`src/verilog/pi_emu_pkg.sv`:
```
`default_nettype none

package pi_emu_pkg;

    // one time step or a time distance, in ps
    typedef logic [15:0] dt_t;

    // accumulated emulated time, in ps
    typedef logic [31:0] time_t;

    // delay code of the interpolator
    typedef logic [8:0] code_t;

    // signed jitter offset, in ps
    typedef logic signed [7:0] jit_t;

    // largest step the arbiter will ever grant
    localparam dt_t DT_MAX = 16'h7fff;

    // delay added per code lsb, in ps
    localparam dt_t DELAY_STEP = 16'd2;

    // intrinsic delay at code zero; stays above JIT_AMP_MAX so delays remain positive
    localparam dt_t DELAY_BASE = 16'd20;

    // edges that may be in flight through the delay line
    localparam int EDGE_DEPTH = 4;

    // upper bound on the jitter amplitude
    localparam jit_t JIT_AMP_MAX = 8'sd15;

endpackage

`default_nettype wire
```
`src/verilog/dt_arbiter.sv`:
```
`timescale 1ns/1ps
`default_nettype none

module dt_arbiter (
    input  wire logic            emu_clk,
    input  wire logic            rst_n,
    input  wire pi_emu_pkg::dt_t src_dt_req,
    input  wire pi_emu_pkg::dt_t core_dt_req,
    output pi_emu_pkg::dt_t      emu_dt,
    output pi_emu_pkg::time_t    emu_time
);

    pi_emu_pkg::dt_t req_min;

    // smallest request wins, never more than DT_MAX
    assign req_min = (src_dt_req < core_dt_req) ? src_dt_req : core_dt_req;
    assign emu_dt  = (req_min < pi_emu_pkg::DT_MAX) ? req_min : pi_emu_pkg::DT_MAX;

    always_ff @(posedge emu_clk or negedge rst_n) begin
        if (!rst_n) begin
            emu_time <= '0;
        end else begin
            emu_time <= emu_time + pi_emu_pkg::time_t'(emu_dt);
        end
    end

endmodule

`default_nettype wire

```
`config.mk`:
```
export PLATFORM = sky130hd
export DESIGN_NAME = dt_arbiter
export DESIGN_NICKNAME = d
export VERILOG_FILES = /design/src/verilog/pi_emu_pkg.sv /design/src/verilog/dt_arbiter.sv
export SDC_FILE = /design/constraint.sdc
export NUM_CORES = 1
export LEC_CHECK = 0
export BUFFER_PORTS_ARGS = -buffer_cell sky130_fd_sc_hd__buf_2
export CAP_MARGIN = 5
export CORE_MARGIN = 5
export CORE_UTILIZATION = 24
export CTS_BUF_LIST = sky130_fd_sc_hd__clkbuf_2
export CTS_CLUSTER_SIZE = 14
export DETAILED_ROUTE_END_ITERATION = 7
export GPL_TIMING_DRIVEN = 0
export SYNTH_ARGS = -nofsm -noshare
export SYNTH_HDL_FRONTEND = slang
export SYNTH_SLANG_ARGS = --single-unit
```
`constraint.sdc`:
```
create_clock -name emu_clk -period 4.98 [get_ports emu_clk]
set_input_delay 0.498 -clock emu_clk [delete_from_list [all_inputs] [get_ports emu_clk]]
set_output_delay 0.498 -clock emu_clk [all_outputs]
set_load 0.01 [all_outputs]
```
; ---- After elaboration in Yosys (flattened, before gate mapping)
; Index checks and enable logic that the tools add are counted.
[word_totals]
regBits = 32
latch_bits = 0
mem_bits_rw = 0
rom_bits = 0
output_inout_bits = 48
memories = 0
[classes]
addsub = 1
mul = 0
div = 0
n_lt_le_gt_ge = 2
n_eq_ne = 0
shifts = 0
mux = 2
bitwise_logic = 0
reduce_logical = 0
[ops]
columns = op, count
row1 = $add 32x16->32, 1
row2 = $mux 16, 2
row3 = $lt 16x15->1 const B, 1
row4 = $lt 16x16->1, 1

; ---- Longest topological paths before layout
[depth]
depth_word = 5
mapped_depth = 18
mapped_depth_nobuf = 16

; ---- Least setup slack after synthesis
; OpenSTA, ideal clock, no wires.
[synth_timing]
path_type = input -> register
from = input core_dt_req[15]
to = register emu_time[22]
setup_ns = 0.126
arrival_ns = 3.810
slack_ns = 1.044
path_stages = 16
n_path_buf = 4
path_cell_list = clkbuf_1 -> clkbuf_1 -> inv_1 -> ha_1 -> nand4_1 -> o21ai_2 -> buf_6 -> mux2i_1 -> ha_1 -> a21o_1 -> a221oi_2 -> o2bb2ai_2 -> o22a_1 -> buf_6 -> a31oi_1 -> a21oi_1
[synth_between]
elab_chain_cells = 5
[synth_rtl]
columns = item, line
row1 = start: declaration, dt_arbiter.sv:8  ; input wire pi_emu_pkg::dt_t core_dt_req,
row2 = $lt 16x16->1, dt_arbiter.sv:16  ; assign req_min = (src_dt_req < core_dt_req) ? src_dt_req : core_dt_req;
row3 = $mux 16 *, dt_arbiter.sv:16
row4 = $lt 16x15->1, dt_arbiter.sv:17  ; assign emu_dt = (req_min < pi_emu_pkg::DT_MAX) ? req_min : pi_emu_pkg::DT_MAX;
row5 = $mux 16 *, dt_arbiter.sv:17
row6 = net emu_dt[2], dt_arbiter.sv:9  ; output pi_emu_pkg::dt_t emu_dt,
row7 = $add 32x16->32 *, dt_arbiter.sv:23  ; emu_time <= emu_time + pi_emu_pkg::time_t'(emu_dt);
row8 = end signal: assignment, dt_arbiter.sv:23
row9 = end: declaration, dt_arbiter.sv:10  ; output pi_emu_pkg::time_t emu_time
; Mark *: on every way through the listed nets, which the timed path passes. The rest lies on a longest branch.

; ---- Worst setup path in the final report
[layout_timing]
from = input core_dt_req[15]
to = register emu_time[22]
[layout_between]
elab_chain_cells = 5
[layout_rtl]
columns = item, line
row1 = $lt 16x16->1, dt_arbiter.sv:16
row2 = $mux 16 *, dt_arbiter.sv:16
row3 = $lt 16x15->1, dt_arbiter.sv:17
row4 = $mux 16 *, dt_arbiter.sv:17
row5 = $add 32x16->32 *, dt_arbiter.sv:23
; Every way passes the cells marked *; elsewhere a longest branch is shown, timed or not.

==> impl_metrics.py <==
metrics = {
    "cells_and_area": {
        "multi_input_area_um2": 1607,
        "top_register": "emu_time",
        "nNetsFinal": 432,
        "top_regs": "emu_time (32)",
        "diodes": 0,
        "seq_area_um2": 800.8,
        "num-fill-cells": 1110,
        "largest_reg_flops": 32,
        "drive_gt1_share_pct": 27.05,
        "fin_cells": 502,
        "areaGrowthSynthToFinish_pct": 23.87,
    },
    "sta": {
        "max_freq_ghz": 0.2454,
        "finClkSkew_ns": 0.01605,
        "rsz0062_at_grt": "false",
        "maxSlewViolCount": 0,
        "final.min_clock_period_ns": 4.075,
        "relSlewSlack_pct": 49.37,
        "layout_worst_path_cycle_share_pct": 81.84,
        "finalSetupTns_ns": 0,
        "hold_violations": 0,
        "setup_viol": 0,
        "tightestPinTransition_ns": 0.7594,
    },
    "place": {
        "hpwl_um": 5409,
        "placed_cells": 495,
        "port_buffers": 79,
        "gp_congestion": 0.7938,
    },
    "global_route": {
        "grt_overflow": 0,
        "antenna_found_initial": 0,
        "grt_max_degree": 33,
        "grt_pass1_wl_um": 11120,
        "grt.total_usage_pct": 10.58,
        "first_global_vias": 2253,
    },
    "routing": {
        "wirelength_um": 6618,
        "vias": 2278,
        "dr.first_iter.drc_count": 109,
        "ant_nets": 0,
        "drt-wirelength-per-cell_um": 13.18,
        "via_per_inst": 4.538,
        "first_pass_iters": 4,
        "drc_errors": 0,
    },
    "synthesis": {
        "synthesis.area_um2": 2521,
        "syn_inst": 279,
        "ys_types": 44,
        "avgSynthCellArea_um2": 9.036,
        "yosys_warnings": 0,
        "ys_seq_area_share_pct": 31.76,
        "synth-seq-cells": 32,
    },
    "critical_path": {
        "critical_path_required_ns": 5.22,
        "arrival_ns": 4.32,
        "endpoint_kind": "register",
        "cp_cell_sequence": "clkbuf_1, clkbuf_1, inv_1, ha_1, nand4_1, o21ai_2, buf_6, mux2i_1, ha_1, and3_2, a221oi_2, o2bb2ai_2, o22a_1, buf_6, a31oi_1, a21oi_1",
        "critPathTopFamily": "compound AO/OA/AOI/OAI gates",
        "startpoint_type": "input port",
        "crit_fanout": 10,
        "critPathBufInv": 5,
        "worstSetupPathType": "input port to register",
        "critical_path.max_stage_delay_ns": 0.42,
        "crit_slowest_cell": "clkbuf_1",
    },
    "pwr": {
        "power_switching_w": 0.0007641,
        "swShare_pct": 46.49,
        "power.share.sequential_pct": 27.1,
        "power_frac_comb_pct": 65.8,
        "p_int_w": 0.0008794,
        "powerDensity_nw_per_um2": 526.3,
        "clkPwrFrac_pct": 7.1,
        "peakVddDrop_mv": 0.2140,
        "p_leak_nw": 1.571,
    },
    "floorplan": {
        "die_area_um2": 12660,
        "io_pins": 82,
        "die_x_um": 112.5,
        "rows": 37,
        "start_util_pct": 24.53,
        "core-area_um2": 10280,
        "die_h_um": 112.5,
    },
    "clock_tree": {
        "postCtsSetupBuffers": 0,
        "root_buffer": "clkbuf_2",
        "clk_pin_slew_ns": 0.17,
        "cts_sinks": 32,
        "clock_path_buffers": 2,
        "cts_tree": "built",
        "cts_buffers": 5,
        "clock_latency_ns": 0.36,
        "holdBufCountCts": 0,
        "cts-resized-gates": 0,
        "cts_max_level": 2,
    },
    "worst_hold_path": {
        "min_path_type": "input port to async pin",
    },
    "flow_run": {
        "drv_cap": 0,
    },
    "status": {
        "status": "finished, final reports clean",
    },
}
==> synthesized netlist by cell type (all sizes together) <==
library cell  number  share of area (%)
a31oi              5                1.2
o211ai             1               0.84
dfrtp             32                 32
inv               19                2.8
xnor2             20                6.9
conb               1               0.15
and2               2               0.50
buf                3                1.2
o221a              1               0.45
a211oi             1               0.30
o31ai              1               0.50
o21a               2               0.60
o31a               1               0.35
a21o               8                2.4
o22a               2               0.69
nand4              6                1.5
and3               7                1.8
nor4               1               0.25
ha                31                 15
a211o              2               0.69
or3                1               0.25
nand2             19                2.8
mux2i             16                6.4
nand2b             1               0.25
o21ai             11                2.5
and4               1               0.35
a221oi             1               0.60
fa                 1               0.79
a21oi             21                4.3
clkbuf             4               0.64
or2                1               0.35
xor2               4                1.4
nor3               3               0.60
o2bb2ai            1               0.60
o21bai             1               0.30
nor3b              1               0.30
nand3              4               0.79
o22ai              2               0.50
nor2              40                6.0
==> logic make-up after synthesis <==
kind of cell	count (synthesis)	synth area share (%)
muxes	16	6.352
DFF	32	31.76
other	1	0.1487
AOI/OAI and AO/OA	61	16.82
adders and majority gates	32	16.18
buffers and inverters	26	4.665
and+or+nand+nor	87	15.73
xor gates and xnor gates	24	8.337
==> power by group through the flow <==
stage	logic, W	clock network (W)	registers (W)
finish	0.00108	0.000117	0.000445
CTS	0.00110	0.000128	0.000446
floorplan	0.000744	0	0.000486
global placement	0.00108	0	0.000446
global route	0.00121	0.000141	0.000459
detailed placement	0.00109	0	0.000453
==> metrics by stage <==
step / setup slack (ns) / util [%] / hold slack [ns] / power (W) / instance area (um^2)
after floorplan: 1.044 / - / 0.2024 / 0.001230 / 2525
after global placement: 0.5050 / 30.07 / 0.4666 / 0.001523 / 3090
after detailed placement: 0.4665 / 30.07 / 0.4650 / 0.001545 / 3090
after CTS: 0.8760 / 30.39 / 0.1861 / 0.001674 / 3123
after global routing: 0.6452 / 30.39 / 0.2048 / 0.001810 / 3123
final: 0.9045 / 30.39 / 0.1883 / 0.001644 / 3123
==> final cells by class <==
class	instances	share of cell area, %
inverter	19	2.284
sequential	32	25.64
tap	136	5.449
clock inverter	2	0.2404
buffer	7	1.482
timing repair buffer	79	12.66
multi-input combinational	222	51.44
clock buffer	5	0.8013
==> placed cells by master (no fill, tap or decap), drive strengths merged, types with 11 or more instances in the layout <==
cell,synthesis,final
nor2,40,40
ha,31,31
inv,19,19
buf,3,82
nand2,19,19
a21oi,21,21
xnor2,20,20
dfrtp,32,32
o21ai,11,11
mux2i,16,16
==> routing by layer <==
metal | global-route usage [%] | vias to the layer above | wire, um
met2 | 17.80 | 74 | 3189
met1 | 13.62 | 1044 | 2942
met5 | 0 | - | 0
met3 | 2.749 | 5 | 443
met4 | 2.404 | 0 | 43
li1 | - | 1155 | -
==> final timing paths <==
path / start / to / slack, ns / cells after the start
worst max-delay path: core_dt_req[15] / emu_time[22] / 0.90 / 16
max in group asynchronous: rst_n / emu_time[22] / 4.31 / 1
worst min register to register: emu_time[31] / emu_time[31] / 0.48 / 1
worst min-delay path: rst_n / emu_time[15] / 0.19 / 1
worst max register to register: emu_time[0] / emu_time[22] / 2.50 / 9
min in group emu_clk: emu_time[31] / emu_time[31] / 0.48 / 1
Power figures use the tool's default switching activity.
